--- src/include/sba_config.svh ---
// SBA subsystem configuration
// widths of the system bus and DMI, and the depth of the preload SRAM

`ifndef SBA_CONFIG_SVH
`define SBA_CONFIG_SVH

// system bus byte address width
`define SBA_ADDR_W 32

// system bus data word width
`define SBA_DATA_W 32

// SRAM depth in words
`define SBA_MEM_WORDS 256

// DMI register address width
`define DMI_ADDR_W 7

`endif

--- src/hdl/sba_pkg.sv ---
// SBA shared types
// vector types for DMI and system bus values, DMI register map and the
// bus access FSM states

`default_nettype none

package sba_pkg;

`include "sba_config.svh"

   typedef logic [`DMI_ADDR_W-1:0] dmi_addr_t;
   typedef logic [`SBA_ADDR_W-1:0] sba_addr_t;
   typedef logic [`SBA_DATA_W-1:0] sba_word_t;

   // debug module registers reachable over DMI
   typedef enum logic [`DMI_ADDR_W-1:0] {
      SBCS       = 7'h38,
      SBADDRESS0 = 7'h39,
      SBDATA0    = 7'h3C
   } dmi_reg_e;

   // one system bus access
   typedef enum logic [1:0] {
      SBA_IDLE,
      SBA_REQ,
      SBA_WAIT
   } sba_state_e;

endpackage

`default_nettype wire

--- src/hdl/sba_bus_if.sv ---
// SBA memory bus
// single-cycle request from the SBA control blocks to the SRAM, with a
// response strobe one cycle later

`timescale 1ns/10ps
`default_nettype none
`include "sba_config.svh"

interface sba_bus_if;

   logic               mem_req;
   logic               mem_we;
   sba_pkg::sba_addr_t mem_addr;
   sba_pkg::sba_word_t mem_wdata;
   sba_pkg::sba_word_t mem_rdata;
   logic               mem_rvalid;

   // access sequencing
   modport ctrl (output mem_req, output mem_we, input mem_rvalid);

   // address source
   modport addr (output mem_addr);

   // write data source and read data sink
   modport data (output mem_wdata, input mem_rdata, input mem_rvalid);

   modport mem (
      input  mem_req,
      input  mem_we,
      input  mem_addr,
      input  mem_wdata,
      output mem_rdata,
      output mem_rvalid
   );

endinterface

`default_nettype wire

--- src/hdl/sba_addr_counter.sv ---
// SBA address register
// loaded from SBAddress0 and stepped by one word after each access
// when autoincrement is on

`timescale 1ns/10ps
`default_nettype none
`include "sba_config.svh"

module sba_addr_counter (
   input  logic               clk_sys,
   input  logic               rst_n_i,
   input  logic               addr_load_i,
   input  sba_pkg::sba_addr_t addr_wdata_i,
   input  logic               autoinc_i,
   input  logic               done_i,
   output sba_pkg::sba_addr_t addr_o,
   sba_bus_if.addr            bus
);

   localparam sba_pkg::sba_addr_t word_bytes = `SBA_DATA_W / 8;

   sba_pkg::sba_addr_t addr_q;

   always_ff @(posedge clk_sys) begin
      if (!rst_n_i) begin
         addr_q <= '0;
      end else if (addr_load_i) begin
         addr_q <= addr_wdata_i;
      end else if (done_i && autoinc_i) begin
         addr_q <= addr_q + word_bytes;
      end
   end

   assign addr_o       = addr_q;
   assign bus.mem_addr = addr_q;

endmodule

`default_nettype wire

--- src/flat_wrapper.sv ---
// flat-port wrapper written by rule: the top's interface ports become plain ports
module sba_addr_counter_flat 
  (clk_sys, rst_n_i, addr_load_i, addr_wdata_i, autoinc_i, done_i, addr_o, bus_mem_addr);
  sba_bus_if bus_i ();
  input  logic clk_sys;
  input  logic rst_n_i;
  input  logic addr_load_i;
  input  sba_pkg::sba_addr_t addr_wdata_i;
  input  logic autoinc_i;
  input  logic done_i;
  output sba_pkg::sba_addr_t addr_o;
  output wire logic [$bits(bus_i.mem_addr)-1:0] bus_mem_addr;
  assign bus_mem_addr = bus_i.mem_addr;
  sba_addr_counter u_core (.clk_sys(clk_sys), .rst_n_i(rst_n_i), .addr_load_i(addr_load_i), .addr_wdata_i(addr_wdata_i), .autoinc_i(autoinc_i), .done_i(done_i), .addr_o(addr_o), .bus(bus_i));
endmodule
--- config.mk ---
export PLATFORM = sky130hd
export DESIGN_NAME = sba_addr_counter_flat
export DESIGN_NICKNAME = d
export VERILOG_FILES = /design/src/hdl/sba_pkg.sv /design/src/hdl/sba_bus_if.sv /design/src/hdl/sba_addr_counter.sv /design/src/flat_wrapper.sv
export VERILOG_INCLUDE_DIRS = /design/src /design/src/include
export SDC_FILE = /design/constraint.sdc
export NUM_CORES = 1
export LEC_CHECK = 0
export BUFFER_PORTS_ARGS = -buffer_cell sky130_fd_sc_hd__buf_2
export CAP_MARGIN = 20
export CORE_AREA = 2 2 71 73
export CTS_BUF_LIST = sky130_fd_sc_hd__clkbuf_8
export CTS_CLUSTER_SIZE = 24
export DETAILED_ROUTE_END_ITERATION = 8
export DIE_AREA = 0 0 73 75
export GPL_ROUTABILITY_DRIVEN = 0
export GPL_TIMING_DRIVEN = 1
export PLACE_DENSITY = 0.77
export SLEW_MARGIN = 0
export SYNTH_ARGS = -nofsm -noshare
export SYNTH_HDL_FRONTEND = slang
export SYNTH_SLANG_ARGS = --single-unit
--- constraint.sdc ---
create_clock -name clk_sys -period 2.72 [get_ports clk_sys]
set_input_delay 0.272 -clock clk_sys [delete_from_list [all_inputs] [get_ports clk_sys]]
set_output_delay 0.272 -clock clk_sys [all_outputs]
set_load 0.05 [all_outputs]
==> results by group, run 1 <==
Global routing
  – Global-route wire length before repair: 7.85 mm
  – Largest net degree at the start of global routing: 45
  – Total track usage: 0.185
  – Initial antenna violation count: 0
  – Gr ovfl total: 0
  – Vias in the first global route: 1687

Floorplanning
  – Site Rows: 25
  – CORE AREA: 4660 um2
  – Die Ht: 75 um
  – Initial core utilization: 0.441
  – Die ar.: 5480 um2
  – # IOs: 101
  – Die W: 73 um

Critical path
  – Crit Path Max Fanout: 13
  – CP endpoint kind: register
  – CP Buf/Inv Count: 0
  – Req. time, crit path: 2.93 ns
  – Critical path, cell by cell: ha_1 -> nand4_1 -> or4_4 -> or4_1 -> a31oi_1
  – Worst path slowest cell: or4_4
  – Critical path class: reg2reg
  – Worst EP arrival: 2.33 ns
  – Startpoint Class: register
  – R2R Path Start: u_core.addr_o[2]
  – Crit path max-delay family: simple AND/OR/NAND/NOR gates
  – CP startpoint: u_core.addr_o[2]
  – CP peak stage delay: 0.59 ns

Timing
  – Tcrit/Tclk final: 0.779
  – RSZ-0062 raised after global routing: no
  – Fin. Hold Viols: 0
  – Setup TNS: 0 ns
  – Skew final: 0.00249 ns
  – Max_slew headroom: 0.666
  – Maximum clock rate: 472 MHz
  – Post-route minimum period: 2.12 ns
  – Pins Over Slew Limit: 0
  – Worst-Margin Slew: 0.496 ns
  – Setup violations, final: 0

Route
  – Vias: 2072
  – Antenna viol nets, final: 0
  – Residual DRC: 0
  – Initial DRT Pass Iterations: 4
  – DR WL/cell: 13.7 um
  – Drt total wl: 5.07 mm
  – Vias per cell: 5.58
  – DRT iter0 DRCs: 90

Hold path
  – HP Class: in2reg
  – Worst Hold Launch: addr_wdata_i[4]

Synthesis
  – Synth area leaders: dfxtp_1 31%, buf_4 12%, o21ai_0 7.3%
  – Syn. warnings: 0
  – Syn_area_per_cell: 8.13 um2
  – Post-Syn Nets: 291
  – Mapped Area: 2060 um2
  – Cells after Synth: 253
  – Post-synth top area cell: dfxtp_1
  – Yosys top cell area share: 0.312
  – Seq/Total Area, Yosys: 0.312
  – Post-synth cell types: 38
  – Predominant post-synthesis flop cell: dfxtp_1
  – Asr flop ratio synth: 0
  – Seq cells post-synth: 32
  – EDFF count, synth: 0
  – Most common library cells after synthesis: 32 x buf_4, 32 x dfxtp_1, 30 x o21ai_0

Cells and area
  – Max reg flops: 32
  – Ant. Diodes: 0
  – FILL cells: 447
  – Fin area: 2420 um2
  – Layout Nets: 354
  – Layout cell share with drive strength beyond 1: 0.353
  – P&R area growth vs syn: 17.6%

Power
  – Clock share of power: 0.279
  – Psw: 527 uW
  – Peak VDD IR: 0.297 mV
  – Comb power frac: 0.301
  – Cell Pwr Density: 548 nW/um2
  – Cell Int Power: 798 uW
  – Sequential share of power: 0.420
  – Sw Ratio: 0.398
  – Static Leak: 0.00105 uW

Clock tree
  – Clk sink count: 32
  – CTS hold repair buffers: 0
  – Htree depth: 2
  – CTS Root Buffer Type: clkbuf_8
  – Post-CTS Repair Setup Buffers: 0
  – CTS tree: built
  – CTS Buf Count: 5
  – Worst-Skew Late Latency: 0.28 ns
  – Clock buffer depth: 2
  – CTS resizes: 0
  – Clk slew on worst S/H paths: 0.06 ns

Placed design
  – Placed inst area: 2330 um2
  – I/O Buffers: 100
  – HPWL after detailed placement: 3.82 mm

Run
  – Maxcap violations: 0

Status
  – Status: complete, no violations
==> cells in the final DEF (no fill, tap or decap), types with 2 or more instances in the layout <==
cell	Yosys	layout
or4_4	2	2
or2_2	2	2
nand4_1	17	17
nand3_1	7	7
xnor2_1	8	8
buf_2	0	100
or3_1	5	5
nand2b_1	3	3
nor2b_1	3	3
nor2_1	2	2
o211a_1	3	3
a31oi_1	12	12
inv_1	4	6
o21ai_0	30	30
dfxtp_1	32	32
nor4b_1	3	3
xor2_1	5	5
o31ai_1	8	8
and2_1	3	3
nor4_1	7	7
a21oi_1	11	11
or4_1	10	10
mux2i_1	3	3
nor3_1	2	2
clkbuf_8	0	6
nand2_1	15	15
==> cell type report <==
class                   count  area (um2)  area share
multi-input cells         171        1090       0.452
flip-flops and latches     32         641       0.265
repair buffers            101         508       0.210
clock buffers               6        82.6      0.0342
well taps                  54        67.6      0.0280
inverters                   5        18.8     0.00776
clock inverters             2        7.51     0.00311
==> through the flow <==
step	util	std cells	worst slack, ns	power [uW]	hold WS [ns]
global route	0.519	371	0.436	1390	0.208
CTS	0.519	371	0.593	1340	0.202
global placement	0.499	363	0.691	963	0.498
finish	0.519	371	0.600	1330	0.208
floorplan	-	253	0.292	901	0.410
detailed placement	0.499	363	0.608	967	0.500
==> routing by layer <==
metal | wire (um) | vias to the layer above | global-route usage
li1 | - | 1050 | -
met1 | 2220 | 940 | 0.223
met2 | 2430 | 77 | 0.319
met3 | 358 | 5 | 0.0482
met4 | 63 | 0 | 0.0658
met5 | 0 | - | 0
==> power by group through the flow <==
stage | clock, uW | sequential, uW | combinational (uW)
finish | 370 | 556 | 399
global route | 401 | 563 | 422
CTS | 379 | 556 | 402
detailed placement | 0 | 566 | 401
global placement | 0 | 563 | 400
floorplan | 0 | 666 | 234
==> path summary, 6_finish.rpt <==
path,slack (ns),endpoint,cells past startpoint
worst min register to register,0.54,u_core.addr_o[1],2
worst min-delay path,0.21,u_core.addr_o[4],2
worst max-delay path,0.60,u_core.addr_o[24],5
worst max register to register,0.60,u_core.addr_o[24],5
==> cell families after synthesis <==
group,after synthesis,share of synthesized area
AND/OR/NAND/NOR,86,0.257
XOR/XNOR,13,0.0554
flip-flops,32,0.312
buffers and inverters,50,0.157
adder cells (fa/ha/maj),1,0.00609
multiplexers,3,0.0146
AO/OA/AOI/OAI,68,0.198
No activity file was read; power rests on OpenSTA's default activity.
==> inputs of run 2 (changes only) <==
--- a/config.mk
+++ b/config.mk
@@ -8,14 +8,14 @@
 export LEC_CHECK = 0
 export BUFFER_PORTS_ARGS = -buffer_cell sky130_fd_sc_hd__buf_2
 export CAP_MARGIN = 20
-export CORE_AREA = 2 2 71 73
+export CORE_AREA = 2 2 73 75
 export CTS_BUF_LIST = sky130_fd_sc_hd__clkbuf_8
 export CTS_CLUSTER_SIZE = 24
 export DETAILED_ROUTE_END_ITERATION = 8
-export DIE_AREA = 0 0 73 75
+export DIE_AREA = 0 0 75 77
 export GPL_ROUTABILITY_DRIVEN = 0
 export GPL_TIMING_DRIVEN = 1
-export PLACE_DENSITY = 0.77
+export PLACE_DENSITY = 0.76
 export SLEW_MARGIN = 0
 export SYNTH_ARGS = -nofsm -noshare
 export SYNTH_HDL_FRONTEND = slang
==> constraint.sdc (replaced) <==
create_clock -name clk_sys -period 1.85 [get_ports clk_sys]
set_input_delay 0.185 -clock clk_sys [delete_from_list [all_inputs] [get_ports clk_sys]]
set_output_delay 0.185 -clock clk_sys [all_outputs]
set_load 0.05 [all_outputs]
==> results by group, run 2 (synthesis gave the netlist of run 1 again) <==
Floorplanning
  – Initial core utilization: 0.413
  – Site Rows: 26
  – Die Ht: 77 um
  – Die W: 75 um
  – Die ar.: 5780 um2
  – # IOs: 101
  – CORE AREA: 4980 um2

Power
  – Sw Ratio: 0.410
  – Psw: 804 uW
  – Peak VDD IR: 0.526 mV
  – Comb power frac: 0.330
  – Clock share of power: 0.259
  – Sequential share of power: 0.411
  – Tot Pwr: 1960 uW
  – Cell Int Power: 1160 uW
  – Static Leak: 0.00118 uW
  – Cell Pwr Density: 709 nW/um2

Timing
  – Post-route minimum period: 1.87 ns
  – RSZ-0062 raised after global routing: yes
  – Tcrit/Tclk final: 1.01
  – Pins Over Slew Limit: 0
  – Skew final: 0.00517 ns
  – Fin. Hold Viols: 0
  – Setup TNS: -0.0403 ns
  – Setup slack after layout: -0.0175 ns
  – Maximum clock rate: 535 MHz
  – Worst-Margin Slew: 0.495 ns
  – Setup violations, final: 4
  – Max_slew headroom: 0.667

Cells and area
  – Layout Nets: 381
  – Final instance count without filler cells: 413
  – Ant. Diodes: 0
  – Commonest non-fill, non-tap cell in the layout: buf_2
  – Fin area: 2760 um2
  – Most frequent cells in the layout: 100 x buf_2, 30 x o21ai_0, 27 x buf_4, 17 x nand4_1, 14 x nand2_1
  – Layout cell share with drive strength beyond 1: 0.501
  – Max reg flops: 32
  – P&R area growth vs syn: 34.4%

Route
  – Vias: 2302
  – Residual DRC: 0
  – Antenna viol nets, final: 0
  – DRT iter0 DRCs: 101
  – DR WL/cell: 15.1 um
  – Vias per cell: 5.57
  – Initial DRT Pass Iterations: 4
  – Drt total wl: 6.24 mm

Run
  – Maxcap violations: 0

Critical path
  – CP endpoint kind: register
  – Req. time, crit path: 2.06 ns
  – Worst EP arrival: 2.08 ns
  – Worst path slowest cell: or4_4
  – Critical path, cell by cell: ha_4 -> nand4_1 -> or4_4 -> or4_4 -> a31oi_1
  – Critical path class: reg2reg
  – Most frequent CP cell: or4_4
  – CP peak stage delay: 0.56 ns
  – Crit Path Max Fanout: 8
  – Startpoint Class: register

Global routing
  – Initial antenna violation count: 0
  – Largest net degree at the start of global routing: 46
  – Met2 Use GR: 0.351
  – Met3 global-route usage: 0.0420
  – GRT busiest layer: met2
  – Met1 GRT Util: 0.254
  – Gr ovfl total: 0
  – Vias in the first global route: 2034
  – Global-route wire length before repair: 9.32 mm
  – Total track usage: 0.204

Hold path
  – HP Class: in2reg

Clock tree
  – Worst-Skew Late Latency: 0.28 ns
  – Clk sink count: 32
  – CTS Buf Count: 5
  – Htree depth: 2
  – CTS tree: built
  – CTS Root Buffer Type: clkbuf_8
  – Clock buffer depth: 2
  – Clk slew on worst S/H paths: 0.07 ns

Placed design
  – Dpl cells: 395
  – Setup WS pre-CTS: -0.00215 ns
  – I/O Buffers: 100
  – HPWL after detailed placement: 4.32 mm
  – Placed inst area: 2550 um2

Status
  – Failing checks: negative setup slack
  – Status: complete, but fails checks
[run 2: cell count changes in the layout (fill, tap and decap cells not counted), sizes merged]
cell    change
or4         +1
clkinv      +1
clkbuf      -1
buf        +26
inv         -1
[run 2: power groups by stage]
stage               Combinational (uW)  Clock, uW  Sequential, uW
floorplan                          346          0             985
global placement                   637          0             814
detailed placement                 642          0             818
CTS                                643        513             803
global route                       682        547             812
finish                             646        508             806
[run 2: worst max-delay path, delay by kind of cell (launching register included)]
family,cells,cell delay (ns)
AOI/OAI and AO/OA,1,0.16
adders and majority gates,1,0.15
DFF,1,0.37
and+or+nand+nor,3,1.11
[run 2: routing by layer]
layer,share of wire,wire length [um]
met5,0,0
met2,0.49,3030
met3,0.083,518
met1,0.42,2610
met4,0.013,81
[run 2: final cells by class]
class / count / area, um2
multi-input cells: 172 / 1170
repair buffers: 127 / 703
fillers: 479 / 2210
flip-flops and latches: 32 / 703
clock inverters: 2 / 8.76
well taps: 70 / 87.6
inverters: 5 / 18.8
clock buffers: 5 / 68.8
[run 2: final timing paths]
check	start	endpoint	slack, ns	depth (start not counted)
worst min-delay path	addr_wdata_i[4]	u_core.addr_o[4]	0.14	2
worst max register to register	u_core.addr_o[2]	u_core.addr_o[20]	-0.02	5
worst min register to register	u_core.addr_o[25]	u_core.addr_o[25]	0.52	2
worst max-delay path	u_core.addr_o[2]	u_core.addr_o[20]	-0.02	5
[run 2: stage by stage]
step                utilization  hold slack, ns
CTS                       0.531           0.145
global placement          0.512           0.416
global route              0.555           0.150
detailed placement        0.512           0.437
floorplan                     -           0.323
finish                    0.555           0.142
[run 2: repair_timing]
action / in CTS / in global routing
buffers inserted: 2 / 8
gates resized for setup: 0 / 11
setup endpoints to repair: 4 / 13
pin swaps: 1 / 6
cloned: 0 / 1
hold buffers: 0 / 0
==> inputs of run 3 (changes only) <==
--- a/config.mk
+++ b/config.mk
@@ -16,6 +16,7 @@
 export GPL_ROUTABILITY_DRIVEN = 0
 export GPL_TIMING_DRIVEN = 1
 export PLACE_DENSITY = 0.76
+export REMOVE_ABC_BUFFERS = 1
 export SLEW_MARGIN = 0
 export SYNTH_ARGS = -nofsm -noshare
 export SYNTH_HDL_FRONTEND = slang
==> results by group, run 3 (synthesis gave the netlist of run 1 again) <==
Critical path
  – Most frequent CP cell: or4_4
  – CP peak stage delay: 0.53 ns
  – Worst EP arrival: 2.06 ns
  – R2R Path Start: u_core.addr_o[12]
  – Req. time, crit path: 2.07 ns
  – Crit path max-delay family: simple AND/OR/NAND/NOR gates
  – Reg2reg setup slack: 0.01 ns
  – Worst Setup EP: u_core.addr_o[20]
  – Worst path slowest cell: or4_4
  – Critical path class: reg2reg
  – Critical path, cell by cell: nand4_2 -> buf_4 -> or4_4 -> or4_4 -> a31oi_1
  – Worst reg2reg path depth: 5
  – CP startpoint: u_core.addr_o[12]
  – Crit Path Max Fanout: 9
  – CP Buf/Inv Count: 1
  – Worst R2R End: u_core.addr_o[20]
  – Worst path depth: 5
  – Startpoint Class: register
  – CP endpoint kind: register

Timing
  – Post-route minimum period: 1.84 ns
  – Maximum clock rate: 544 MHz
  – Skew final: 0.00582 ns
  – Max_slew headroom: 0.748
  – Setup violations, final: 0
  – Tcrit/Tclk final: 0.994
  – RSZ-0062 raised after global routing: yes
  – Fin. Hold Viols: 0
  – Pins Over Slew Limit: 0
  – Worst-Margin Slew: 0.374 ns

Global routing
  – Initial antenna violation count: 0
  – Largest net degree at the start of global routing: 30
  – Gr ovfl total: 0
  – Total track usage: 0.195
  – Global-route wire length before repair: 8.83 mm
  – Vias in the first global route: 2002

Floorplanning
  – # IOs: 101
  – Die ar.: 5780 um2
  – CORE AREA: 4980 um2
  – Initial core utilization: 0.413
  – Die W: 75 um
  – Die Ht: 77 um
  – Site Rows: 26

Clock tree
  – CTS Root Buffer Type: clkbuf_8
  – Clock buffer depth: 2
  – Clk sink count: 32
  – Htree depth: 2
  – Worst-Skew Late Latency: 0.29 ns
  – Clk slew on worst S/H paths: 0.07 ns
  – CTS tree: built
  – CTS Buf Count: 5

Route
  – Vias per cell: 5.30
  – Drt total wl: 5.85 mm
  – Residual DRC: 0
  – DR WL/cell: 13.7 um
  – Initial DRT Pass Iterations: 4
  – DRT iter0 DRCs: 68
  – Antenna viol nets, final: 0
  – Vias: 2264

Power
  – Cell Int Power: 1230 uW
  – Cell Pwr Density: 733 nW/um2
  – Psw: 815 uW
  – Tot Pwr: 2050 uW
  – Comb power frac: 0.339
  – Static Leak: 0.00125 uW
  – Sw Ratio: 0.398
  – Sequential share of power: 0.383
  – Clock share of power: 0.278
  – Peak VDD IR: 0.358 mV

Hold path
  – HP Class: in2reg
  – Worst Hold Launch: addr_wdata_i[4]

Placed design
  – HPWL after detailed placement: 4.36 mm
  – I/O Buffers: 100

Cells and area
  – Layout Nets: 394
  – Layout cell share with drive strength beyond 1: 0.479
  – Commonest non-fill, non-tap cell in the layout: buf_2
  – Ant. Diodes: 0
  – Most frequent cells in the layout: 100 x buf_2, 40 x buf_4, 30 x o21ai_0, 23 x dfxtp_1, 17 x nand4_1
  – Max reg flops: 32
  – Util after Layout: 0.562
  – P&R area growth vs syn: 36.0%

Status
  – Status: complete, no violations

Run
  – Maxcap violations: 0
-- run 3: cell types whose count changed in the layout (fill, tap and decap cells not counted), moves of 2 or more --
| cell | before | now |
|---|---|---|
| buf_4 | 27 | 40 |
| dfxtp_1 | 8 | 23 |
| dfxtp_2 | 11 | 9 |
| dfxtp_4 | 13 | 0 |
| nor4b_1 | 1 | 3 |
-- run 3: per-layer routing --
layer / track usage / vias to the layer above / wire length, um
met5: 0 / - / 0
met4: 0.0446 / 0 / 59
met3: 0.0499 / 8 / 460
met2: 0.325 / 94 / 2870
met1: 0.248 / 1034 / 2460
li1: - / 1128 / -
-- run 3: power by group through the flow --
stage,combinational (uW),sequential [uW],clock (uW)
floorplan,99.1,1150,0
global placement,686,793,0
detailed placement,692,794,0
CTS,693,779,579
global route,736,791,615
finish,695,784,570
-- run 3: worst min path at each step --
stage	cells past startpoint	end	slack (ns)
after floorplan	1	u_core.addr_o[31]	0.30
after global placement	2	u_core.addr_o[4]	0.42
after detailed placement	2	u_core.addr_o[4]	0.41
after CTS	2	u_core.addr_o[4]	0.11
after global routing	2	u_core.addr_o[4]	0.14
final	2	u_core.addr_o[4]	0.12
-- run 3: layout make-up --
| type | instances | area [um2] |
|---|---|---|
| Tap cell | 70 | 87.6 |
| Timing Repair Buffer | 141 | 812 |
| Sequential cell | 32 | 652 |
| Multi-Input combinational cell | 171 | 1130 |
| Clock inverter | 2 | 10.0 |
| Fill cell | 477 | 2180 |
| Inverter | 5 | 18.8 |
| Clock buffer | 6 | 82.6 |
-- run 3: what timing repair did --
item                                    4_1_cts  5_1_grt
endpoints found under the setup margin        4       12
hold buffers                                  0        0
gates resized for setup                       0       18
pin swaps                                     1        3
setup buffers                                 0        2
hold endpoints to repair                      0        0
-- run 3: worst register-to-register path, stage by stage (launching register included) --
cell and delay [ns]:
dfxtp_2 0.34, nand4_2 0.12, buf_4 0.17, or4_4 0.53, or4_4 0.44, a31oi_1 0.17
-- run 3: per-stage QoR --
step	cells	hold WS [ns]	TNS (ns)	worst slack (ns)	area, um2
finish	427	0.119	0	0.0114	2800
detailed placement	417	0.414	-0.0998	-0.0472	2630
global placement	417	0.416	0	0.0204	2630
floorplan	208	0.303	-14.17	-0.877	1750
CTS	425	0.114	0	0.00981	2730
global route	427	0.143	-0.0807	-0.0251	2800
