`config.mk`:
```
export PLATFORM = sky130hd
export DESIGN_NAME = sba_fsm_flat
export DESIGN_NICKNAME = d
export VERILOG_FILES = /design/src/hdl/sba_pkg.sv /design/src/hdl/sba_bus_if.sv /design/src/hdl/sba_fsm.sv /design/src/flat_wrapper.sv
export VERILOG_INCLUDE_DIRS = /design/src /design/src/include
export SDC_FILE = /design/constraint.sdc
export NUM_CORES = 1
export LEC_CHECK = 0
export BUFFER_PORTS_ARGS = -buffer_cell sky130_fd_sc_hd__clkbuf_2
export CORE_AREA = 2 2 39 41
export CTS_CLUSTER_SIZE = 8
export DETAILED_ROUTE_END_ITERATION = 8
export DIE_AREA = 0 0 41 43
export GPL_TIMING_DRIVEN = 0
export HOLD_SLACK_MARGIN = 0.05
export PLACE_DENSITY = 0.4
export SLEW_MARGIN = 25
export SYNTH_ARGS = -nofsm -noshare
export SYNTH_HDL_FRONTEND = slang
export SYNTH_SLANG_ARGS = --single-unit
```
`constraint.sdc`:
```
create_clock -name clk_sys -period 1.3 [get_ports clk_sys]
set_input_delay 0.13 -clock clk_sys [delete_from_list [all_inputs] [get_ports clk_sys]]
set_output_delay 0.13 -clock clk_sys [all_outputs]
set_load 0.05 [all_outputs]
```
`src/include/sba_config.svh`:
```
// SBA subsystem configuration
// widths of the system bus and DMI, and the depth of the preload SRAM

`ifndef SBA_CONFIG_SVH
`define SBA_CONFIG_SVH

// system bus byte address width
`define SBA_ADDR_W 32

// system bus data word width
`define SBA_DATA_W 32

// SRAM depth in words
`define SBA_MEM_WORDS 256

// DMI register address width
`define DMI_ADDR_W 7

`endif

```
`src/hdl/sba_pkg.sv`:
```
// SBA shared types
// vector types for DMI and system bus values, DMI register map and the
// bus access FSM states

`default_nettype none

package sba_pkg;

`include "sba_config.svh"

   typedef logic [`DMI_ADDR_W-1:0] dmi_addr_t;
   typedef logic [`SBA_ADDR_W-1:0] sba_addr_t;
   typedef logic [`SBA_DATA_W-1:0] sba_word_t;

   // debug module registers reachable over DMI
   typedef enum logic [`DMI_ADDR_W-1:0] {
      SBCS       = 7'h38,
      SBADDRESS0 = 7'h39,
      SBDATA0    = 7'h3C
   } dmi_reg_e;

   // one system bus access
   typedef enum logic [1:0] {
      SBA_IDLE,
      SBA_REQ,
      SBA_WAIT
   } sba_state_e;

endpackage

`default_nettype wire

```
`src/hdl/sba_bus_if.sv`:
```
// SBA memory bus
// single-cycle request from the SBA control blocks to the SRAM, with a
// response strobe one cycle later

`timescale 1ns/10ps
`default_nettype none
`include "sba_config.svh"

interface sba_bus_if;

   logic               mem_req;
   logic               mem_we;
   sba_pkg::sba_addr_t mem_addr;
   sba_pkg::sba_word_t mem_wdata;
   sba_pkg::sba_word_t mem_rdata;
   logic               mem_rvalid;

   // access sequencing
   modport ctrl (output mem_req, output mem_we, input mem_rvalid);

   // address source
   modport addr (output mem_addr);

   // write data source and read data sink
   modport data (output mem_wdata, input mem_rdata, input mem_rvalid);

   modport mem (
      input  mem_req,
      input  mem_we,
      input  mem_addr,
      input  mem_wdata,
      output mem_rdata,
      output mem_rvalid
   );

endinterface

`default_nettype wire

```
`src/hdl/sba_fsm.sv`:
```
// SBA access sequencer
// runs one system bus access from a start pulse to the memory response
// and reports busy and done

`timescale 1ns/10ps
`default_nettype none

module sba_fsm (
   input  logic    clk_sys,
   input  logic    rst_n_i,
   input  logic    start_read_i,
   input  logic    start_write_i,
   output logic    busy_o,
   output logic    done_o,
   sba_bus_if.ctrl bus
);

   sba_pkg::sba_state_e state_q;
   sba_pkg::sba_state_e state_d;
   logic                we_q;
   logic                start;

   assign start = start_read_i || start_write_i;

   always_comb begin
      state_d = state_q;
      case (state_q)
         sba_pkg::SBA_IDLE: begin
            if (start) begin
               state_d = sba_pkg::SBA_REQ;
            end
         end
         sba_pkg::SBA_REQ: state_d = sba_pkg::SBA_WAIT;
         sba_pkg::SBA_WAIT: begin
            if (bus.mem_rvalid) begin
               state_d = sba_pkg::SBA_IDLE;
            end
         end
         default: state_d = sba_pkg::SBA_IDLE;
      endcase
   end

   always_ff @(posedge clk_sys) begin
      if (!rst_n_i) begin
         state_q <= sba_pkg::SBA_IDLE;
         we_q    <= 1'b0;
      end else begin
         state_q <= state_d;
         // direction held for the whole access
         if (state_q == sba_pkg::SBA_IDLE && start) begin
            we_q <= start_write_i;
         end
      end
   end

   assign bus.mem_req = (state_q == sba_pkg::SBA_REQ);
   assign bus.mem_we  = (state_q == sba_pkg::SBA_REQ) && we_q;

   // busy already in the start cycle
   assign busy_o = (state_q != sba_pkg::SBA_IDLE) || start;
   assign done_o = (state_q == sba_pkg::SBA_WAIT) && bus.mem_rvalid;

   a_rvalid_in_wait: assert property (@(posedge clk_sys) disable iff (!rst_n_i)
      bus.mem_rvalid |-> state_q == sba_pkg::SBA_WAIT);

   a_start_when_idle: assert property (@(posedge clk_sys) disable iff (!rst_n_i)
      start |-> state_q == sba_pkg::SBA_IDLE);

endmodule

`default_nettype wire

```
`src/flat_wrapper.sv`:
```
// flat-port wrapper written by rule: the top's interface ports become plain ports
module sba_fsm_flat 
  (clk_sys, rst_n_i, start_read_i, start_write_i, busy_o, done_o, bus_mem_req, bus_mem_we, bus_mem_rvalid);
  sba_bus_if bus_i ();
  input  logic clk_sys;
  input  logic rst_n_i;
  input  logic start_read_i;
  input  logic start_write_i;
  output logic busy_o;
  output logic done_o;
  output wire logic [$bits(bus_i.mem_req)-1:0] bus_mem_req;
  output wire logic [$bits(bus_i.mem_we)-1:0] bus_mem_we;
  input wire logic [$bits(bus_i.mem_rvalid)-1:0] bus_mem_rvalid;
  assign bus_mem_req = bus_i.mem_req;
  assign bus_mem_we = bus_i.mem_we;
  assign bus_i.mem_rvalid = bus_mem_rvalid;
  sba_fsm u_core (.clk_sys(clk_sys), .rst_n_i(rst_n_i), .start_read_i(start_read_i), .start_write_i(start_write_i), .busy_o(busy_o), .done_o(done_o), .bus(bus_i));
endmodule
```
==> reports/results.txt, run 1 <==
The global-route wire length before repair was 593 µm; the net count after synthesis was 21. Post-detailed-route wirelength per cell: 7.25 µm. The worst setup path is captured at an output port. The final number of setup-violating endpoints came out at 0. The number of antenna violations at the first check in global routing came out at 0. Wires add up to 319 µm. At the end of routability-driven placement, the weighted congestion stood at 0.668. STA classifies the critical path startpoint as a flop. Averaged over all synthesized cells, the footprint is 9.62 µm².

Dividing total power by cell area gives a power density of 1420 nW/µm². In the routed layout, each cell is associated on average with a via count of 3.70. In the routed design, unresolved DRC markers number 0.

In this run the worst hold path is classified as in -> reg. The clock passes through at most 2 buffers. For the pin with the worst max-slew slack, the measured transition is 278 ps.

Clock skew: 1.25 ps. Net switching is 29.9% of the power. For this run, the number of Yosys warnings is 0. The tools report the detailed placer's ending HPWL as 243 µm.

Cells fill 17.8% of the core in the end. Sequential elements use 39.0% of the synthesized area. Combinational logic is responsible for 20.4% of the overall power. The run gives 0 as the DRC violation total after the first TritonRoute iteration. The initial utilization of the core area, before any placement, comes to 11.1%. Once detail routing completed, the nets flagged for antenna violations numbered 0.

For the area after detailed placement, the log shows 215 µm². The run finished with clean final reports. The share of total power dissipated in the clock network is 47.0%. At the worst endpoint, the required time is 1170 ps.

The post-route netlist has 60.7% of its cells at a drive strength greater than 1. Grouping stages by cell kind, the critical path spends the most delay in flip-flops. The number of flip-flops and latches in the synthesized netlist is 3.

The run gives 9 as the number of top-level pins. The floorplan step defined a core boundary enclosing 1380 µm². In this run the power spent charging and discharging nets is 0.105 mW. For the highest clock rate, the log shows 817 MHz. Summed over all layers, the global routing overflow is 0.

The total buffers and inverters traversed by the critical path works out to 1. The area growth from synthesis to layout is 60.2%. The total via count in the routed design came out at 163. After routing the design area is 246 µm². The maximum cell stage delay along the critical path is 370 ps. The category of the most critical setup path was reg -> out. The initialized floorplan defines 14 standard-cell rows. For the worst setup path, the data arrival time is 1090 ps. Counting every sink on the clock net gives 3.

The max-slew violation count was 0; the normalized max-slew margin was 81.6%. The worst-case IR drop observed on VDD is 0.000277 V. The part of the cycle the worst path needs came out at 94.1%. Clock tree synthesis selected as its root buffer the cell clkbuf_4. The number of hold buffers added after CTS was 0. For the total routing resource utilization after global routing, the log shows 5.41%.

Entering global routing, the biggest net connects 7 pins. Counting I/O delays and the setup requirement, the final critical path takes 1220 ps. The internal portion of the total power is 0.246 mW. Count of H-tree levels built during CTS: 1.

The slowest cell on the critical path is dfxtp_2. The commonest non-fill, non-tap cell in the layout was clkbuf_2. The sequential power share was 32.6%; the iteration count of the initial detailed-routing pass was 1.

The die covers 1760 µm². Of all nets on the critical path, the largest fanout is 6. The clock transition at the register clock pins on the worst setup and hold paths after CTS works out to 40 ps. The top cell types in the final layout, fill and taps aside, are clkbuf_2 (6), nand2_1 (3), clkbuf_4 (3). For the worst-skew pair, the clock arrives at the later sink with an insertion delay of 230 ps. Traced cell by cell, the critical path runs through nor2b_4 > and2_2 > buf_4. The number of antenna diodes in the final layout is 0. Summed over all failing endpoints, the final setup total negative slack is 0 ps. Measured along the x axis, the die boundary spans 41 µm.

For the final hold violation count, the log shows 0. Buffers inserted during clock tree synthesis total 3. TritonCTS built the clock tree. The die is 43 µm tall.

Summed over all cells, the static leakage comes to 0.115 nW. The cell area that synthesis handed to floorplanning was 154 µm². Setup repair after global routing left no endpoint under its margin. The synthesized netlist cell count was 16; the number of nets in the final layout was 34. The number of port buffers is 8, and the distinct cell type count of the synthesized netlist is 11. The number of global-route vias before repair came out at 160.

Max-cap violations in this run came to 0.
logic make-up (layout without fill, tap and decap cells):
| family | Yosys count | count (layout) | share of synthesized area [%] |
|---|---|---|---|
| buffers and inverters | 0 | 12 | 0 |
| AO/OA/AOI/OAI | 2 | 2 | 10.6 |
| flip-flops | 3 | 3 | 39.0 |
| AND/OR/NAND/NOR | 11 | 11 | 50.4 |
repair_timing:
action                                 4_1_cts  5_1_grt
setup buffers                                0        0
resized for setup                            2        3
pin swaps                                    0        0
setup endpoints to repair                    1        3
endpoints found under the hold margin        0        0
worst paths after layout:
path	startpoint	end	slack, ps	cells past startpoint
worst min-delay path	rst_n_i	u_core.state_q[1]$_SDFFE_PN0P_	140	2
worst min register to register	u_core.we_q$_SDFFE_PN0P_	u_core.we_q$_SDFFE_PN0P_	470	2
worst max-delay path	u_core.state_q[0]$_SDFFE_PN0P_	bus_mem_we	80	3
worst max register to register	u_core.state_q[1]$_SDFFE_PN0P_	u_core.state_q[1]$_SDFFE_PN0P_	530	2
synthesized netlist by cell type:
cell	n	area, µm²
and2_1	1	6.26
and3b_1	1	8.76
and3b_2	1	10.0
dfxtp_1	3	60.1
nand2_1	3	11.3
nor2_1	2	7.51
nor2b_4	1	13.8
nor3b_1	1	7.51
nor3b_2	1	12.5
o21a_1	1	7.51
o32ai_1	1	8.76
power by group through the flow:
| stage | logic, mW | clock network (mW) | registers, mW |
|---|---|---|---|
| 2_1_floorplan | 0.0542 | 0 | 0.111 |
| 5_1_grt | 0.0785 | 0.181 | 0.116 |
| 4_1_cts | 0.0722 | 0.171 | 0.114 |
| 3_3_place_gp | 0.0708 | 0 | 0.114 |
| 3_5_place_dp | 0.0713 | 0 | 0.114 |
| 6_report | 0.0716 | 0.165 | 0.114 |
metal layers:
metal | vias up | wire length [µm] | track usage [%] | part of all wire (%)
li1 | 80 | - | - | -
met5 | - | 0 | 0 | 0
met2 | 9 | 154 | 7.50 | 48
met1 | 72 | 119 | 4.79 | 37
met4 | 0 | 14 | 6.00 | 4.4
met3 | 2 | 31 | 3.14 | 9.7
through the flow:
stage               instances  power [mW]  worst slack [ps]  hold slack, ps
global placement           40       0.185               176             386
detailed placement         40       0.186               160             392
CTS                        44       0.357              2.94             145
floorplan                  16       0.166              54.5             248
finish                     44       0.351              76.2             141
global route               44       0.375              26.2             155
registers in the layout (all words and copies together) (netlist names):
register,cells
u_core.state_q,2
u_core.we_q,1
cell type report:
type / instances / area, µm²
Clock buffer: 4 / 26.3
Fill cell: 154 / 1140
Multi-Input combinational cell: 13 / 95.1
Sequential cell: 3 / 62.6
Tap cell: 16 / 20.0
Timing Repair Buffer: 8 / 42.5
No activity file was read; power rests on OpenSTA's default activity.
==> run 2, diff against run 1 <==
==> constraint.sdc (replaced) <==
create_clock -name clk_sys -period 1.2 [get_ports clk_sys]
set_input_delay 0.12 -clock clk_sys [delete_from_list [all_inputs] [get_ports clk_sys]]
set_output_delay 0.12 -clock clk_sys [all_outputs]
set_load 0.05 [all_outputs]
==> run 2 against run 1 <==
Effect of this change: utilization up 2.3 points; register-to-register slack lost 160 ps; die area unchanged; routed wire length is 13% higher; worst hold slack gained 3.8 ps.
==> reports/results.txt, run 2 (synthesis gave the netlist of run 1 again) <==
The worst hold path terminates at u_core.state_q[1]$_SDFFE_PN0P_. The worst register-to-register path begins at u_core.state_q[0]$_SDFFE_PN0P_. The kind of cell adding the most delay to the critical path is flip-flops. The net load switching power was 0.113 mW; the total congestion overflow after global routing was 0. The iteration count of the initial detailed-routing pass came out at 3.

In the final layout, the share of cells above drive strength 1 is 62.1%. The area after detailed placement was 216 µm²; the number of antenna violations at the first check in global routing was 0. Origin of the worst min-delay path: rst_n_i. The cell sitting at the root of the clock tree is a clkbuf_4. Once the floorplan was initialized, standard cells occupied 11.1% of the core. The total buffers and inverters traversed by the critical path works out to 1. In this run the register-to-register setup slack is 370 ps.

The run gives 0.276 mW as the total internal power. The number of cells traversed by the worst register-to-register path works out to 3. The tools report the total via count in the routed design as 160.

The largest registers in the layout are u_core.state_q (2), u_core.we_q (1). The total routing resource utilization after global routing came out at 5.21%. Walking the worst path, the cells encountered are nor2b_4 > and2_4 > clkbuf_16.

For this run, the slowest stage of the critical path takes 360 ps. The static power due to leakage was 0.126 nW; the post-route minimum period was 1170 ps. TritonCTS built the clock tree. The signed area change from the synthesized netlist to the final layout was 80.5%; the horizontal die dimension was 41 µm. The run gives 3 as the number of clock buffers inserted by TritonCTS. The floorplan has 14 rows. The run finished with clean final reports. The worst setup path is of the reg -> out kind. For the count of H-tree levels built during CTS, the log shows 1. Across all hold checks on the routed design, the worst slack comes to 145 ps. Once detail routing completed, the nets flagged for antenna violations numbered 0.

Number of global-route vias before repair: 140. The logs give 1 for the DRC violation total after the first TritonRoute iteration and 45.0% for the proportion of power drawn by the clock network. Combinational cells account for 23.5% of the total power. The longest clock path from root to sink contains 2 buffers.

Along the worst path, the maximum fanout reaches 6. The clock insertion delay at the later pin of the skew report was 230 ps; the routed via count divided by cell count was 3.56. Accumulated negative setup slack: 0 ps. The register with the most flip-flops in the final layout is u_core.state_q. The worst path arrival time is 1050 ps, and the maximum vdd drop is 0.000273 V. The ratio of total power to cell area is 1400 nW/µm², and the post-detailed-routing wire length is 360 µm. The max-slew violation count was 0; the global-route wire length before repair was 558 µm.

After detailed routing, the average wire length per cell comes to 8.00 µm. The run gives 0 as the count of unresolved DRC violations after routing. The clock skew is 1.77 ps, and the share of the core filled with cells is 20.1%.

The run gives 276 µm as the detailed placer's ending HPWL. Across the run, the number of max-cap violations was 0. Commonest non-fill, non-tap cell in the layout: clkbuf_2. 9 I/O pins were placed. The final hold violation count was 0; the clock transition at the register clock pins on the worst setup and hold paths after CTS was 40 ps. For this run, the post-layout net count is 35.

In this run the worst setup path begins at u_core.state_q[0]$_SDFFE_PN0P_. Summed area of non-filler cells in the final layout: 278 µm². Transition time at the pin with the least slew margin: 279 ps. In this run the critical register-to-register path is captured at u_core.state_q[1]$_SDFFE_PN0P_.

The type of the most critical hold path is in -> reg. Headroom to the max-slew limit came out at 81.5%. At the worst endpoint, the required time is 1080 ps.

The placer congestion estimate was 0.652. Part of the cycle the worst path needs: 97.4%. The die covers 1760 µm². The tools report the critical path endpoint category as an output port. In this run switching power makes up 29.0% of total power. The sequential power share is 31.5%, and the final number of setup-violating endpoints is 0. Clock tree synthesis found a total of 3 sinks. The type of element launching the critical path was a flop. The number of port buffers is 8, and the flip-flop count of the largest register, all copies and words added is 2. The slowest cell on the critical path is dfxtp_4.

The die is 43 µm tall. Entering global routing, the biggest net connects 7 pins. In this run, post-CTS hold repair placed 0 buffers. The worst hold path passes through 2 cells. The area inside the core boundary came out at 1380 µm². The top cell types in the final layout, fill and taps aside, are clkbuf_2 (5), clkbuf_4 (4), nand2_1 (3). Setup repair after global routing could not meet its margin everywhere.

The tools report the number of inserted diodes as 0. For the highest clock rate, the log shows 856 MHz.
-- run 2: changes by cell type in the layout (fill, tap and decap cells not counted) --
cell / delta
and2_2: -1
dfxtp_2: -1
clkbuf_4: +1
clkbuf_16: +1
and2_4: +1
clkbuf_2: -1
dfxtp_4: +1
-- run 2: what timing repair did --
| item | in CTS | in global routing |
|---|---|---|
| gates cloned | 0 | 0 |
| gates resized for setup | 7 | 1 |
| setup buffers | 0 | 1 |
| pin swaps | 0 | 1 |
| endpoints found under the setup margin | 4 | 2 |
-- run 2: through the flow --
step                cells  setup WS (ps)  power (mW)
floorplan              16           30.3       0.181
global placement       40           94.3       0.202
detailed placement     40           80.9       0.203
CTS                    44           6.82       0.395
global route           45          -34.1       0.416
finish                 45           31.1       0.388
-- run 2: power by group through the flow --
stage,combinational [mW],clock (mW),sequential (mW)
global route,0.0983,0.193,0.124
floorplan,0.0599,0,0.121
detailed placement,0.0797,0,0.123
global placement,0.0781,0,0.124
finish,0.0911,0.175,0.122
CTS,0.0869,0.185,0.123
-- run 2: cell type report --
cell class	instances	area, µm²
repair buffers	9	70.1
fillers	155	1110
flip-flops and latches	3	65.1
multi-input cells	13	96.3
clock buffers	4	26.3
well taps	16	20.0
-- run 2: routing by layer --
layer  global-route usage, %  up-vias  wire length [µm]
li1                        -       81                 -
met1                    4.78       73               140
met3                    4.71        0                23
met2                    6.88        6               196
met4                    4.00        0                 0
met5                       0        -                 0
-- run 2: worst max-delay path by stage --
stage               cells past startpoint    endpoint
floorplan                               2  bus_mem_we
global placement                        3  bus_mem_we
detailed placement                      3  bus_mem_we
CTS                                     3  bus_mem_we
global route                            3  bus_mem_we
finish                                  3  bus_mem_we
-- run 2: worst reg2reg max path, cell delays in order, from the launching register on --
cell,delay (ps)
dfxtp_4,350
buf_4,130
nor3b_2,170
o21a_1,120
==> run 3, diff against run 2 <==
--- a/config.mk
+++ b/config.mk
@@ -7,14 +7,17 @@
 export NUM_CORES = 1
 export LEC_CHECK = 0
 export BUFFER_PORTS_ARGS = -buffer_cell sky130_fd_sc_hd__clkbuf_2
+export CELL_PAD_IN_SITES_DETAIL_PLACEMENT = 1
+export CELL_PAD_IN_SITES_GLOBAL_PLACEMENT = 1
 export CORE_AREA = 2 2 39 41
 export CTS_CLUSTER_SIZE = 8
 export DETAILED_ROUTE_END_ITERATION = 8
 export DIE_AREA = 0 0 41 43
 export GPL_TIMING_DRIVEN = 0
 export HOLD_SLACK_MARGIN = 0.05
-export PLACE_DENSITY = 0.4
+export PLACE_DENSITY = 0.47
 export SLEW_MARGIN = 25
 export SYNTH_ARGS = -nofsm -noshare
 export SYNTH_HDL_FRONTEND = slang
 export SYNTH_SLANG_ARGS = --single-unit
+export TNS_END_PERCENT = 10
==> run 3 against run 2 <==
Effect of this change: clock-buffer cell count unchanged; routed wire length increased by 33%; sequential cell count unchanged; worst setup slack better by 1.9 ps; combinational power increased by 2%; cell count did not move; die area did not move; sequential power about the same; critical path depth did not move; first-iteration DRC count increased by 100%; register-to-register slack barely moved; utilization unchanged; critical path type unchanged; highest routed layer is now met4.
==> reports/results.txt, run 3 (synthesis gave the netlist of run 1 again) <==
Wire segments on met2 add up to 220 µm in the final route. The global-route wire length before repair came out at 793 µm. The tree is rooted in a clkbuf_4. The largest individual stage delay along the critical path comes from the cell dfxtp_4. The area after detailed placement is 216 µm², and the clock transition at the register clock pins on the worst setup and hold paths after CTS is 40 ps. DRC violation total after the first TritonRoute iteration: 2. In this run the top signal layer used is met4. Clock skew on the completed layout was measured at 0.820 ps. The worst register-to-register path has a depth of 2. CTS saw 3 sinks. Static power due to leakage: 0.125 nW. Among cell families on the critical path, the largest total delay comes from flip-flops. The ratio of total power to cell area was 1430 nW/µm²; the number of inserted diodes was 0. Buffers inserted to repair hold after CTS numbered 0. The post-detailed-route wirelength per cell works out to 10.6 µm. The tools report the number of global-route vias before repair as 194.

The total routing resource utilization after global routing is 7.62%, and the layout cell share with drive strength beyond 1 is 62.1%. The number of logic stages on the critical path including buffering is 3, and the summed area of non-filler cells in the final layout is 278 µm². After detailed routing, the number of vias per cell comes to 3.82. The worst hold path was traced through 2 stages.

For this block, the routed nets add up to 479 µm of wire. For the worst-skew pair, the clock arrives at the later sink with an insertion delay of 230 ps. Before CTS, the worst setup slack after placement is 51.1 ps. The worst setup path is launched from a flop. Setup repair after global routing could not meet its margin everywhere.

The tools report the final hold violation count as 0. The area inside the core boundary was 1380 µm²; the signed area change from the synthesized netlist to the final layout was 80.5%. The total buffers and inverters traversed by the critical path is 1, and the total congestion overflow after global routing is 0.

The transition time at the pin with the least slew margin came out at 276 ps. Setup violations remaining at the end of the flow were counted as 0. The commonest non-fill, non-tap cell in the layout was clkbuf_2. Summing over every cut layer, the via total after detailed routing is 172. In the final design database the tool counted 35 nets. The die outline area was 1760 µm²; the normalized max-slew margin was 81.7%. The worst hold path belongs to the class in -> reg. Critical path endpoint category: an output port.

Summed over all nets, wire length on met3 after detailed routing comes to 60 µm. The signal on the critical path passes through nor2b_4 > and2_4 > clkbuf_16. Once routing completed, OpenROAD measured the worst setup slack at 33.0 ps.

The logs give 96.3 µm² for the total area of multi-input combinational cells and 1050 ps for the worst path arrival time. The logs give 0.000219 V for the maximum vdd drop and 3 for the number of clock buffers inserted by TritonCTS. In this run the count of I/O pins placed on the die edge is 9. The flip-flop count of the largest register, all copies and words added came out at 2.

The run gives 2 as the maximum number of buffers from clock root to sink. The worst setup path is of the reg -> out kind. The run gives 1 as the count of H-tree levels built during CTS. The layout has 162 filler cells.

The largest single stage delay on the critical path is 350 ps. The run finished with clean final reports. The tools report the number of placed cells counting well taps as 40. Summing all flip-flop and latch instances after layout gives 65.1 µm². Dividing the final minimum period by the clock period gives 97.3%. Horizontal die dimension: 41 µm. Summed over all failing endpoints, the final setup total negative slack is 0 ps. After the flow finishes, the layout carries non-filler instances totaling 45. The count of unresolved DRC violations after routing came out at 0. The maximum number of pins on one net before global-route repair was 7; the initial core utilization was 11.1%. The floorplan has 14 rows.

The placer congestion estimate was 0.533; the post-route minimum period was 1170 ps. At the worst endpoint, the required time is 1080 ps. The max-slew violation count came out at 0. The register name with the most flops is u_core.state_q. The highest clock rate came out at 857 MHz.

For the total power consumption of the routed design, the log shows 0.397 mW. The run gives 173 µm as the routed length on met1. In this run the remaining antenna-violating nets after routing total 0. During placement, the flow inserted port buffers numbering 8. The worst-path maximum fanout was 5. Across the run, the number of max-cap violations was 0. The number of antenna violations at the first check in global routing was 0. From bottom edge to top edge, the die measures 43 µm. The first detailed-routing pass took 2 iterations.

Leaving out fill and tap cells, the most frequent cells in the layout are clkbuf_2 (5), nand2_1 (3), clkbuf_4 (3). In the final layout, the registers with the most flip-flops are u_core.state_q (2), u_core.we_q (1). TritonCTS built the clock tree.
==> run 3: cell types whose count changed in the layout (fill, tap and decap cells not counted) <==
cell	before	now
buf_4	1	2
clkbuf_4	4	3
==> run 3: path summary, 6_finish.rpt <==
kind,startpoint,endpoint,slack (ps)
worst max-delay path,u_core.state_q[0]$_SDFFE_PN0P_,bus_mem_we,30
worst min-delay path,rst_n_i,u_core.state_q[1]$_SDFFE_PN0P_,140
worst max register to register,u_core.state_q[0]$_SDFFE_PN0P_,u_core.we_q$_SDFFE_PN0P_,370
worst min register to register,u_core.we_q$_SDFFE_PN0P_,u_core.we_q$_SDFFE_PN0P_,500
==> run 3: timing repair <==
item	CTS	global route
endpoints found under the setup margin	4	4
pin swaps	1	0
resized for setup	7	2
setup buffers	0	1
==> run 3: where the power goes <==
| group | switching (mW) | internal [mW] |
|---|---|---|
| Sequential | 0.0117 | 0.111 |
| Clock | 0.0560 | 0.125 |
| Combinational | 0.0528 | 0.0402 |
| Total | 0.120 | 0.276 |
==> run 3: routing by layer <==
layer | vias up | global-route usage (%)
met2 | 11 | 10.3
met5 | - | 0
met4 | 0 | 8.00
met1 | 75 | 8.01
li1 | 82 | -
met3 | 4 | 3.14
==> run 3: area by class of cell <==
cell class | instances | area share (%)
Timing Repair Buffer | 9 | 25.2
Tap cell | 16 | 7.21
Clock buffer | 4 | 9.46
Multi-Input combinational cell | 13 | 34.7
Sequential cell | 3 | 23.4
==> run 3: per-stage QoR <==
step / util [%] / hold slack, ps
final: 20.1 / 139
after global routing: 20.1 / 160
after CTS: 19.5 / 129
after detailed placement: 15.6 / 388
after global placement: 15.6 / 375
after floorplan: - / 238
